### config.mk
export PLATFORM = sky130hd
export DESIGN_NAME = ac97_top
export DESIGN_NICKNAME = d
export VERILOG_FILES = /design/src/hdl/ac97_pkg.sv /design/src/hdl/ac97_top.sv /design/src/hdl/ac97_link.sv /design/src/hdl/ac97_cmd_seq.sv /design/src/hdl/ac97_sample_fifo.sv /design/src/hdl/ac97_apb_regs.sv
export VERILOG_INCLUDE_DIRS = /design/src /design/src/hdl
export SDC_FILE = /design/constraint.sdc
export NUM_CORES = 1
export LEC_CHECK = 0
export BUFFER_PORTS_ARGS = -buffer_cell sky130_fd_sc_hd__buf_4
export CAP_MARGIN = 5
export CORE_UTILIZATION = 47
export CTS_CLUSTER_SIZE = 20
export DETAILED_ROUTE_END_ITERATION = 10
export GPL_TIMING_DRIVEN = 0
export PLACE_DENSITY = 0.74
export SLEW_MARGIN = 30
export SYNTH_ARGS = -nofsm -noshare
export SYNTH_HDL_FRONTEND = slang
export SYNTH_SLANG_ARGS = --single-unit
export TNS_END_PERCENT = 50
### constraint.sdc
create_clock -name ac97_bitclk -period 8.6 [get_ports ac97_bitclk]
set_input_delay 1.29 -clock ac97_bitclk [delete_from_list [all_inputs] [get_ports ac97_bitclk]]
set_output_delay 1.29 -clock ac97_bitclk [all_outputs]
set_load 0.005 [all_outputs]
### src/hdl/ac97_cfg.svh
`ifndef AC97_CFG_SVH
`define AC97_CFG_SVH

// Sample FIFO size, depth must stay a power of two
`define AC97_FIFO_DEPTH   16
`define AC97_FIFO_AW      4

// APB register offsets
`define AC97_REG_SAMPLE   4'h0
`define AC97_REG_CMD      4'h4
`define AC97_REG_STATUS   4'h8
`define AC97_REG_REPLY    4'hC

// Codec register indices
`define AC97_IDX_RESET    7'h00
`define AC97_IDX_MASTER   7'h02
`define AC97_IDX_PCM      7'h18

// Init data
`define AC97_MASTER_INIT  16'h0000    // Unmuted, full volume
`define AC97_PCM_INIT     16'h0808    // Unmuted, 0 dB

`endif
### src/hdl/ac97_pkg.sv
`default_nettype none

package ac97_pkg;

	// Command address, also the status address coming back
	typedef struct packed {
		logic        rw;
		logic [6:0]  idx;
		logic [11:0] reserved;
	} ac97_slot_cmd_t;

	typedef struct packed {
		logic [15:0] sample;
		logic [3:0]  pad;
	} ac97_slot_pcm_t;

	typedef union packed {
		ac97_slot_cmd_t cmd;
		ac97_slot_pcm_t pcm;
	} ac97_slot_u;

	// Full AC-link frame, tag bit 0 goes out first
	typedef struct packed {
		logic [0:15]       tag;
		ac97_slot_u [1:12] slot;
	} ac97_frame_t;

	typedef struct packed {
		logic [15:0] right;
		logic [15:0] left;    // Low half of the APB word
	} ac97_sample_t;

	typedef struct packed {
		logic        rw;      // 1 for read
		logic [6:0]  idx;
		logic [15:0] data;
	} ac97_cmd_t;

	typedef struct packed {
		logic [6:0]  idx;
		logic [15:0] data;
	} ac97_reply_t;

	typedef struct packed {
		logic        sel;
		logic        enable;
		logic        write;
		logic [3:0]  addr;
		logic [31:0] wdata;
	} ac97_apb_req_t;

	typedef struct packed {
		logic [31:0] rdata;
		logic        ready;
		logic        slverr;
	} ac97_apb_rsp_t;

endpackage

`default_nettype wire

### src/hdl/ac97_top.sv
`timescale 1ns/10ps
`default_nettype none

module ac97_top
	import ac97_pkg::*;
(
	input  wire                ac97_bitclk,
	input  wire                rst,
	input  wire ac97_apb_req_t apb_req,
	input  wire                ac97_sdata_in,
	output wire ac97_apb_rsp_t apb_rsp,
	output wire                ac97_sdata_out,
	output wire                ac97_sync,
	output wire                ac97_reset_b
);

	logic         push;
	ac97_sample_t push_data;
	logic         pop;
	ac97_sample_t fifo_head;
	logic         fifo_empty;
	logic         fifo_full;
	logic [4:0]   fifo_level;
	ac97_cmd_t    host_cmd;
	logic         host_cmd_valid;
	ac97_cmd_t    cmd;
	logic         cmd_valid;
	logic         seq_busy;
	logic         init_done;
	logic         frame_load;
	ac97_reply_t  reply;
	logic         reply_valid;

	ac97_apb_regs regs0 (
		.ac97_bitclk   (ac97_bitclk),
		.rst           (rst),
		.apb_req       (apb_req),
		.fifo_full     (fifo_full),
		.fifo_level    (fifo_level),
		.seq_busy      (seq_busy),
		.init_done     (init_done),
		.reply         (reply),
		.reply_valid   (reply_valid),
		.apb_rsp       (apb_rsp),
		.push          (push),
		.push_data     (push_data),
		.host_cmd      (host_cmd),
		.host_cmd_valid(host_cmd_valid)
	);

	ac97_sample_fifo fifo0 (
		.ac97_bitclk(ac97_bitclk),
		.rst        (rst),
		.push       (push),
		.push_data  (push_data),
		.pop        (pop),
		.head       (fifo_head),
		.empty      (fifo_empty),
		.full       (fifo_full),
		.level      (fifo_level)
	);

	// Init writes first, then host commands
	ac97_cmd_seq seq0 (
		.ac97_bitclk   (ac97_bitclk),
		.rst           (rst),
		.host_cmd      (host_cmd),
		.host_cmd_valid(host_cmd_valid),
		.frame_load    (frame_load),
		.cmd           (cmd),
		.cmd_valid     (cmd_valid),
		.busy          (seq_busy),
		.init_done     (init_done)
	);

	ac97_link link0 (
		.ac97_bitclk   (ac97_bitclk),
		.rst           (rst),
		.ac97_sdata_in (ac97_sdata_in),
		.cmd           (cmd),
		.cmd_valid     (cmd_valid),
		.fifo_empty    (fifo_empty),
		.fifo_head     (fifo_head),
		.ac97_sdata_out(ac97_sdata_out),
		.ac97_sync     (ac97_sync),
		.ac97_reset_b  (ac97_reset_b),
		.frame_load    (frame_load),
		.pop           (pop),
		.reply         (reply),
		.reply_valid   (reply_valid)
	);

endmodule

`default_nettype wire

### src/hdl/ac97_link.sv
`timescale 1ns/10ps
`default_nettype none

module ac97_link
	import ac97_pkg::*;
(
	input  wire               ac97_bitclk,
	input  wire               rst,
	input  wire               ac97_sdata_in,
	input  wire ac97_cmd_t    cmd,
	input  wire               cmd_valid,
	input  wire               fifo_empty,
	input  wire ac97_sample_t fifo_head,
	output logic              ac97_sdata_out,
	output logic              ac97_sync,
	output logic              ac97_reset_b,
	output logic              frame_load,
	output logic              pop,
	output ac97_reply_t       reply,
	output logic              reply_valid
);

	logic [7:0]   bit_cnt;     // Bit now on the line
	logic [7:0]   bit_cnt_nx;
	ac97_frame_t  frame_nx;
	logic [255:0] out_shift;
	logic [255:0] in_shift;
	ac97_frame_t  in_frame;

	assign bit_cnt_nx = bit_cnt + 8'd1;
	assign frame_load = (bit_cnt == 8'd255);
	assign pop        = frame_load && !fifo_empty;

	// Next frame, slots 5 to 12 stay invalid
	always_comb begin
		frame_nx        = '0;
		frame_nx.tag[0] = 1'b1;
		if (cmd_valid) begin
			frame_nx.tag[1]          = 1'b1;
			frame_nx.slot[1].cmd.rw  = cmd.rw;
			frame_nx.slot[1].cmd.idx = cmd.idx;
			// Reads carry no data
			if (!cmd.rw) begin
				frame_nx.tag[2]             = 1'b1;
				frame_nx.slot[2].pcm.sample = cmd.data;
			end
		end
		if (!fifo_empty) begin
			frame_nx.tag[3]             = 1'b1;
			frame_nx.tag[4]             = 1'b1;
			frame_nx.slot[3].pcm.sample = fifo_head.left;
			frame_nx.slot[4].pcm.sample = fifo_head.right;
		end
	end

	// Frame counter, sync and serializer
	always_ff @(posedge ac97_bitclk or posedge rst) begin
		if (rst) begin
			bit_cnt        <= 8'd0;
			ac97_sync      <= 1'b0;
			ac97_sdata_out <= 1'b0;
			ac97_reset_b   <= 1'b0;
			out_shift      <= '0;     // Frame 0 is empty
		end else begin
			bit_cnt      <= bit_cnt_nx;
			ac97_reset_b <= 1'b1;
			// Rises with the last bit, drops after the tag
			ac97_sync    <= (bit_cnt_nx == 8'd255) || (bit_cnt_nx < 8'd15);
			if (frame_load) begin
				ac97_sdata_out <= frame_nx[255];
				out_shift      <= {frame_nx[254:0], 1'b0};
			end else begin
				ac97_sdata_out <= out_shift[255];
				out_shift      <= {out_shift[254:0], 1'b0};
			end
		end
	end

	// Codec changes data on the rising edge, sample in mid bit
	always_ff @(negedge ac97_bitclk) begin
		in_shift <= {in_shift[254:0], ac97_sdata_in};
	end

	// Holds the whole input frame by the load edge
	assign in_frame = in_shift;

	always_ff @(posedge ac97_bitclk or posedge rst) begin
		if (rst) begin
			reply_valid <= 1'b0;
		end else begin
			// Codec ready plus status address and data valid
			reply_valid <= frame_load && in_frame.tag[0] && in_frame.tag[1]
				&& in_frame.tag[2];
		end
	end

	always_ff @(posedge ac97_bitclk) begin
		if (frame_load) begin
			reply.idx  <= in_frame.slot[1].cmd.idx;
			reply.data <= in_frame.slot[2].pcm.sample;    // Same layout as PCM
		end
	end

endmodule

`default_nettype wire

### src/hdl/ac97_cmd_seq.sv
`timescale 1ns/10ps
`default_nettype none

`include "ac97_cfg.svh"

module ac97_cmd_seq
	import ac97_pkg::*;
(
	input  wire            ac97_bitclk,
	input  wire            rst,
	input  wire ac97_cmd_t host_cmd,
	input  wire            host_cmd_valid,
	input  wire            frame_load,
	output ac97_cmd_t      cmd,
	output logic           cmd_valid,
	output logic           busy,
	output logic           init_done
);

	typedef enum logic [2:0] {
		INIT_RESET,
		INIT_MASTER,
		INIT_PCM,
		IDLE,
		HOST
	} state_t;

	state_t    state;
	state_t    state_nx;
	ac97_cmd_t pend;          // Host command waiting for a frame
	logic      pend_valid;

	// Each state lasts until its frame is loaded
	always_comb begin
		state_nx = state;
		case (state)
			INIT_RESET: begin
				if (frame_load) begin
					state_nx = INIT_MASTER;
				end
			end
			INIT_MASTER: begin
				if (frame_load) begin
					state_nx = INIT_PCM;
				end
			end
			INIT_PCM: begin
				if (frame_load) begin
					state_nx = (pend_valid || host_cmd_valid) ? HOST : IDLE;
				end
			end
			IDLE: begin
				if (host_cmd_valid) begin
					state_nx = HOST;
				end
			end
			HOST: begin
				if (frame_load) begin
					state_nx = IDLE;
				end
			end
			default: state_nx = INIT_RESET;
		endcase
	end

	always_ff @(posedge ac97_bitclk or posedge rst) begin
		if (rst) begin
			state      <= INIT_RESET;
			pend_valid <= 1'b0;
		end else begin
			state <= state_nx;
			if (host_cmd_valid) begin
				pend_valid <= 1'b1;
			end else if ((state == HOST) && frame_load) begin
				pend_valid <= 1'b0;
			end
		end
	end

	always_ff @(posedge ac97_bitclk) begin
		if (host_cmd_valid) begin
			pend <= host_cmd;
		end
	end

	always_comb begin
		cmd       = '0;
		cmd_valid = 1'b1;
		case (state)
			INIT_RESET:  cmd = '{rw: 1'b0, idx: `AC97_IDX_RESET, data: 16'h0000};
			INIT_MASTER: cmd = '{rw: 1'b0, idx: `AC97_IDX_MASTER, data: `AC97_MASTER_INIT};
			INIT_PCM:    cmd = '{rw: 1'b0, idx: `AC97_IDX_PCM, data: `AC97_PCM_INIT};
			HOST:        cmd = pend;
			default:     cmd_valid = 1'b0;
		endcase
	end

	assign busy      = pend_valid;
	assign init_done = (state == IDLE) || (state == HOST);

endmodule

`default_nettype wire

### src/hdl/ac97_sample_fifo.sv
`timescale 1ns/10ps
`default_nettype none

`include "ac97_cfg.svh"

module ac97_sample_fifo
	import ac97_pkg::*;
(
	input  wire               ac97_bitclk,
	input  wire               rst,
	input  wire               push,
	input  wire ac97_sample_t push_data,
	input  wire               pop,
	output ac97_sample_t      head,
	output logic              empty,
	output logic              full,
	output logic [4:0]        level
);

	localparam int DEPTH = `AC97_FIFO_DEPTH;
	localparam int AW    = `AC97_FIFO_AW;

	ac97_sample_t  mem [DEPTH];
	logic [AW-1:0] wr_ptr;
	logic [AW-1:0] rd_ptr;
	logic [AW:0]   count;    // One bit wider than the pointers
	logic          do_push;
	logic          do_pop;

	assign do_push = push && !full;
	assign do_pop  = pop && !empty;

	// Pointers wrap on their own
	always_ff @(posedge ac97_bitclk or posedge rst) begin
		if (rst) begin
			wr_ptr <= '0;
			rd_ptr <= '0;
			count  <= '0;
		end else begin
			if (do_push) begin
				wr_ptr <= wr_ptr + 1'b1;
			end
			if (do_pop) begin
				rd_ptr <= rd_ptr + 1'b1;
			end
			case ({do_push, do_pop})
				2'b10:   count <= count + 1'b1;
				2'b01:   count <= count - 1'b1;
				default: count <= count;    // Both or neither
			endcase
		end
	end

	always_ff @(posedge ac97_bitclk) begin
		if (do_push) begin
			mem[wr_ptr] <= push_data;
		end
	end

	assign head  = mem[rd_ptr];
	assign empty = (count == '0);
	assign full  = (count == (AW + 1)'(DEPTH));
	assign level = count;

endmodule

`default_nettype wire

### src/hdl/ac97_apb_regs.sv
`timescale 1ns/10ps
`default_nettype none

`include "ac97_cfg.svh"

module ac97_apb_regs
	import ac97_pkg::*;
(
	input  wire                ac97_bitclk,
	input  wire                rst,
	input  wire ac97_apb_req_t apb_req,
	input  wire                fifo_full,
	input  wire [4:0]          fifo_level,
	input  wire                seq_busy,
	input  wire                init_done,
	input  wire ac97_reply_t   reply,
	input  wire                reply_valid,
	output ac97_apb_rsp_t      apb_rsp,
	output logic               push,
	output ac97_sample_t       push_data,
	output ac97_cmd_t          host_cmd,
	output logic               host_cmd_valid
);

	logic        access;
	logic        stall;
	logic        unmapped;
	logic        rd_reply;
	ac97_reply_t reply_q;
	logic        reply_vld;
	logic [31:0] status_word;

	assign access = apb_req.sel && apb_req.enable;

	// Back-pressure and address check
	always_comb begin
		stall    = 1'b0;
		unmapped = 1'b0;
		case (apb_req.addr)
			`AC97_REG_SAMPLE: begin
				stall = apb_req.write && fifo_full;
			end
			`AC97_REG_CMD: begin
				stall = apb_req.write && seq_busy;
			end
			`AC97_REG_STATUS,
			`AC97_REG_REPLY: begin
				stall = 1'b0;
			end
			default: begin
				unmapped = 1'b1;
			end
		endcase
	end

	// Side effects only on the completing edge
	assign push = access && apb_req.write && !stall
		&& (apb_req.addr == `AC97_REG_SAMPLE);
	assign host_cmd_valid = access && apb_req.write && !stall
		&& (apb_req.addr == `AC97_REG_CMD);
	assign rd_reply = access && !apb_req.write && (apb_req.addr == `AC97_REG_REPLY);

	assign push_data = ac97_sample_t'(apb_req.wdata);
	assign host_cmd  = ac97_cmd_t'(apb_req.wdata[23:0]);

	assign status_word = {21'd0, reply_vld, init_done, seq_busy, 3'd0, fifo_level};

	always_comb begin
		apb_rsp.ready  = access && !stall;
		apb_rsp.slverr = access && unmapped;
		apb_rsp.rdata  = '0;
		if (access && !apb_req.write) begin
			case (apb_req.addr)
				`AC97_REG_STATUS: apb_rsp.rdata = status_word;
				`AC97_REG_REPLY:  apb_rsp.rdata = {9'd0, reply_q.idx, reply_q.data};
				default:          apb_rsp.rdata = '0;
			endcase
		end
	end

	// Sticky valid, a fresh reply wins over the clearing read
	always_ff @(posedge ac97_bitclk or posedge rst) begin
		if (rst) begin
			reply_vld <= 1'b0;
		end else if (reply_valid) begin
			reply_vld <= 1'b1;
		end else if (rd_reply) begin
			reply_vld <= 1'b0;
		end
	end

	always_ff @(posedge ac97_bitclk) begin
		if (reply_valid) begin
			reply_q <= reply;
		end
	end

endmodule

`default_nettype wire

After elaboration in Yosys (flattened, before gate mapping). Memories as Yosys holds them, arrays and structs flattened. Cells that the tools add are included. W data, S select, Z words.

Muxes and demuxes: 30. Eq/ne operators: 17. Reduce and logical (&&, ||, !) cells: 34. $add $sub $neg: 5. Magnitude comparators: 1.

Operator list (count): $mux W256 (1); $pmux W24 S3 (1); $mux W16 (4); $pmux W23 S2 (1); $mux W32 (1); $logic_and A1 B1 Y1 (18); $mux W3 (6); $eq A8 B8 Y1 const B (2); $pmux W3 S5 (1); $mux W1 (10); $ne A2 B1 Y1 const B (5); $pmux W5 S2 (1); $add A4 B1 Y4 const B (2); $add A8 B1 Y8 const B (1); $eq A4 B4 Y1 const B (2); $lt A8 B4 Y1 const B (1); $mux W8 (1); $reduce_or A4 Y1 (2); $eq A3 B2 Y1 const B (2); $reduce_bool A2 Y1 (3); $add A5 B1 Y5 const B (1); $eq A5 B5 Y1 const B (1); $logic_not A5 Y1 (1); $reduce_and A5 Y1 (1); 12 further kinds (18).

RAM bits: 512. Bits in registers: 612. Output and inout bits: 37. Logic and storage cells: 108. Memories kept: 1. Input bits: 42.

Memory list: fifo0.mem (depth 16, bits a word 32, rd ports 1, clocked after memory_dff 0, wr ports 1, RTL line ac97_sample_fifo.sv:23) `ac97_sample_t mem [DEPTH];`.

Longest topological paths before layout.
Depth after elaboration: 10. Mapped depth: 14. Depth with buffers taken out: 12.

Modules after synthesis. From an unflattened synthesis, not the netlist that was laid out.

Cell total of the unflattened synthesis: 1910. Area total of the unflattened synthesis: 33021.7 um^2.

By module, submodules not included: ac97_sample_fifo (times used 1, area each 20422.1 um^2, cells an instance 1013); ac97_link (times used 1, area each 9803.2 um^2, cells an instance 651); ac97_apb_regs (times used 1, area each 1612.8 um^2, cells an instance 157); ac97_cmd_seq (times used 1, area each 1183.6 um^2, cells an instance 89).

==> reports/qor.csv <==
metric,value,unit
drt-total-wl,64.86,mm
slowest_delay,0.10,ns
crit_chain,buf_4,
clk_pin_slew,0.05,ns
grt_pass1_vias,17238,
whs,0.2984,ns
wl_per_cell,21.58,um
cts_tree,built,
relSlewSlack,33.06,%
crit_buf_inv,1,
hold_viol,0,
drv_cap,0,
p_leak,14.64,nW
area_growth_syn_to_layout,20.53,%
nets,2108,
fillers,4666,
die_area,69350,sq um
power_frac_clock,48.2,%
syn_area,32100,sq um
slowest_stage,buf_4,
antenna_found_initial,3,
yosys-top-cells-count,"edfxtp_1, dfxtp_1, dfrtp_1, mux4_2, mux2i_1",
synth_top_area_share,54.45,%
worstSetupStartpointType,input port,
peakVddDrop,0.0002256,V
tns,0,ns
initial_core_util,47.63,%
drive_gt1_share,21.89,%
cellPowerDensity,248.0,nW/um^2
cts_hold_buf,0,
switching_share,22.79,%
cts_buffer_depth,3,
clk-insertion-delay-late,0.69,ns
grt_pass1_wl,99.57,mm
pwr-share-comb,0.8,%
crit_path_max_fanout,1,
grt_use_total,19.09,%
yosys_warnings,0,
grt_overflow,0,
dp_hpwl,38.88,mm
register_area,25630,sq um
h-tree-depth,3,
fp.dieH,263.3,um
rsz0062_at_grt,false,
worst_pin_slew,1.004,ns
multi_input_area,5961,sq um
finalClockSkew,0.04464,ns
p_int,7.408,mW
switchingPower,2.186,mW
cts-resized-gates,0,
ys_async_sr_fraction,12.62,%
root_buffer,clkbuf_16,
ys_seq_area_share,79.84,%
synthTopCellsByArea,"edfxtp_1, dfxtp_1, dfrtp_1",
min_path_type,flip-flop to flip-flop,
yosysUniqueCellTypes,62,
n_antenna_cell,0,
pwr-share-seq,51.0,%
rows,95,
cts_buffers,90,
criticalPathCategory,input port to flip-flop,
firstDrtPassIters,5,
cts_setup_buffers,0,
io_pins,79,
drtIter0Drc,1295,
ys.flop_type,edfxtp_1,
yosysTopAreaCell,edfxtp_1,
via_count,15810,
synthCells,1587,
grt_max_degree,67,
io_buffers,69,
die_x,263.3,um
worst-endpoint-required,4.86,ns
drc,0,
status,completed,
setup_viol,0,
yosysMostFrequentCell,edfxtp_1,
ys_seq_elements,959,
synth_area_per_cell,20.23,sq um
critical-path-top-delay-family,buffers and inverters,
clock_sinks,959,
vias_per_cell,5.259,
core-area,67400,sq um
end_kind,flip-flop,
place_congestion,0.7755,
crit_arrival,1.39,ns
detail-route-antenna-nets,0,
synth_edf_count,582,
maxSlewViolCount,0,
## logic make-up (layout without fill, tap and decap cells)
kind of cell    after synthesis  count (layout)  synth area share, %
compound gates              125             125                2.690
fa+ha+maj                    11              11               0.4210
flops                       959             959                79.84
simple gates                173             173                3.087
xor+xnor                     19              19               0.5184
mux                         201             201                11.39
other cells                   2              10              0.02340
buf+inv                      97             635                2.023
## final timing paths
path / start / endpoint / slack [ns] / cells past startpoint
min in group asynchronous: rst / link0.ac97_reset_b$_DFF_PP0_ / 0.68 / 2
min: link0.in_frame[16]$_DFF_N_ / link0.in_frame[17]$_DFF_N_ / 0.30 / 0
min reg2reg: link0.in_frame[16]$_DFF_N_ / link0.in_frame[17]$_DFF_N_ / 0.30 / 0
max reg2reg: link0.in_frame[218]$_DFF_N_ / link0.reply[14]$_DFFE_PP_ / 3.69 / 0
max: ac97_sdata_in / link0.in_frame[0]$_DFF_N_ / 3.46 / 1
max in group asynchronous: rst / link0.out_shift[181]$_DFF_PP0_ / 7.23 / 3
## routing by layer
layer	part of all wire (%)	up-vias	global-route usage, %	wire, um
li1	-	7024	-	-
met1	39	8125	23.21	25490
met2	52	519	33.02	33510
met3	6.0	136	4.237	3922
met4	2.9	6	7.792	1905
met5	0.057	-	0	37
## area by class of cell
cell class | instances | area share, %
Buffer | 83 | 1.543
Clock buffer | 116 | 6.448
Multi-Input combinational cell | 539 | 15.41
Tap cell | 873 | 2.823
Inverter | 13 | 0.1455
Clock inverter | 309 | 4.091
Timing Repair Buffer | 114 | 3.299
Sequential cell | 959 | 66.25
## registers in the layout (all words and copies together), names as in the netlist, 3 cells and up
name	flops
regs0.reply_q	23
seq0.pend	24
link0.reply	23
fifo0.wr_ptr	4
seq0.state	3
link0.out_shift	91
fifo0.rd_ptr	4
fifo0.level	5
link0.in_frame	256
fifo0.mem	512
link0.bit_cnt	8
## power by group through the flow
stage | logic, mW | registers (mW) | clock network [mW]
global route | 0.0861 | 4.89 | 4.98
floorplan | 0.0194 | 4.98 | 0.180
global placement | 0.0707 | 4.98 | 0.180
CTS | 0.0786 | 4.90 | 4.72
finish | 0.0776 | 4.90 | 4.62
detailed placement | 0.0784 | 4.98 | 0.180
## cell usage in the layout, fill, tap and decap left out, types with 11 or more instances in the layout
| master | netlist | routed |
|---|---|---|
| a21oi_1 | 11 | 11 |
| a22o_1 | 14 | 14 |
| a2bb2oi_1 | 31 | 31 |
| and2_1 | 48 | 48 |
| buf_16 | 0 | 18 |
| buf_2 | 14 | 14 |
| buf_4 | 22 | 109 |
| buf_6 | 9 | 11 |
| buf_8 | 5 | 12 |
| clkbuf_1 | 19 | 35 |
| clkbuf_16 | 0 | 94 |
| clkbuf_8 | 6 | 12 |
| clkinv_2 | 0 | 14 |
| dfrtp_1 | 121 | 120 |
| dfxtp_1 | 256 | 256 |
| edfxtp_1 | 582 | 582 |
| inv_1 | 14 | 269 |
| mux2i_1 | 71 | 71 |
| mux4_1 | 11 | 11 |
| mux4_2 | 117 | 117 |
| nand2_1 | 36 | 36 |
| nand3_1 | 11 | 11 |
| nor2_1 | 31 | 19 |
| nor2_4 | 1 | 13 |
| o21ai_0 | 15 | 15 |
| o21ai_1 | 32 | 32 |
| xnor2_1 | 13 | 13 |
## metrics by stage
stage	total power, mW	area, sq um	setup WS, ns	utilization [%]	instances
6_report	9.594	38690	3.461	57.41	3006
5_1_grt	9.962	38690	3.494	57.41	3006
4_1_cts	9.695	38690	3.489	57.41	3006
3_5_place_dp	5.243	34620	2.793	51.36	2582
3_3_place_gp	5.235	33740	0.8693	50.06	2537
2_1_floorplan	5.184	32130	2.909	-	1595
Power figures use the tool's default switching activity.
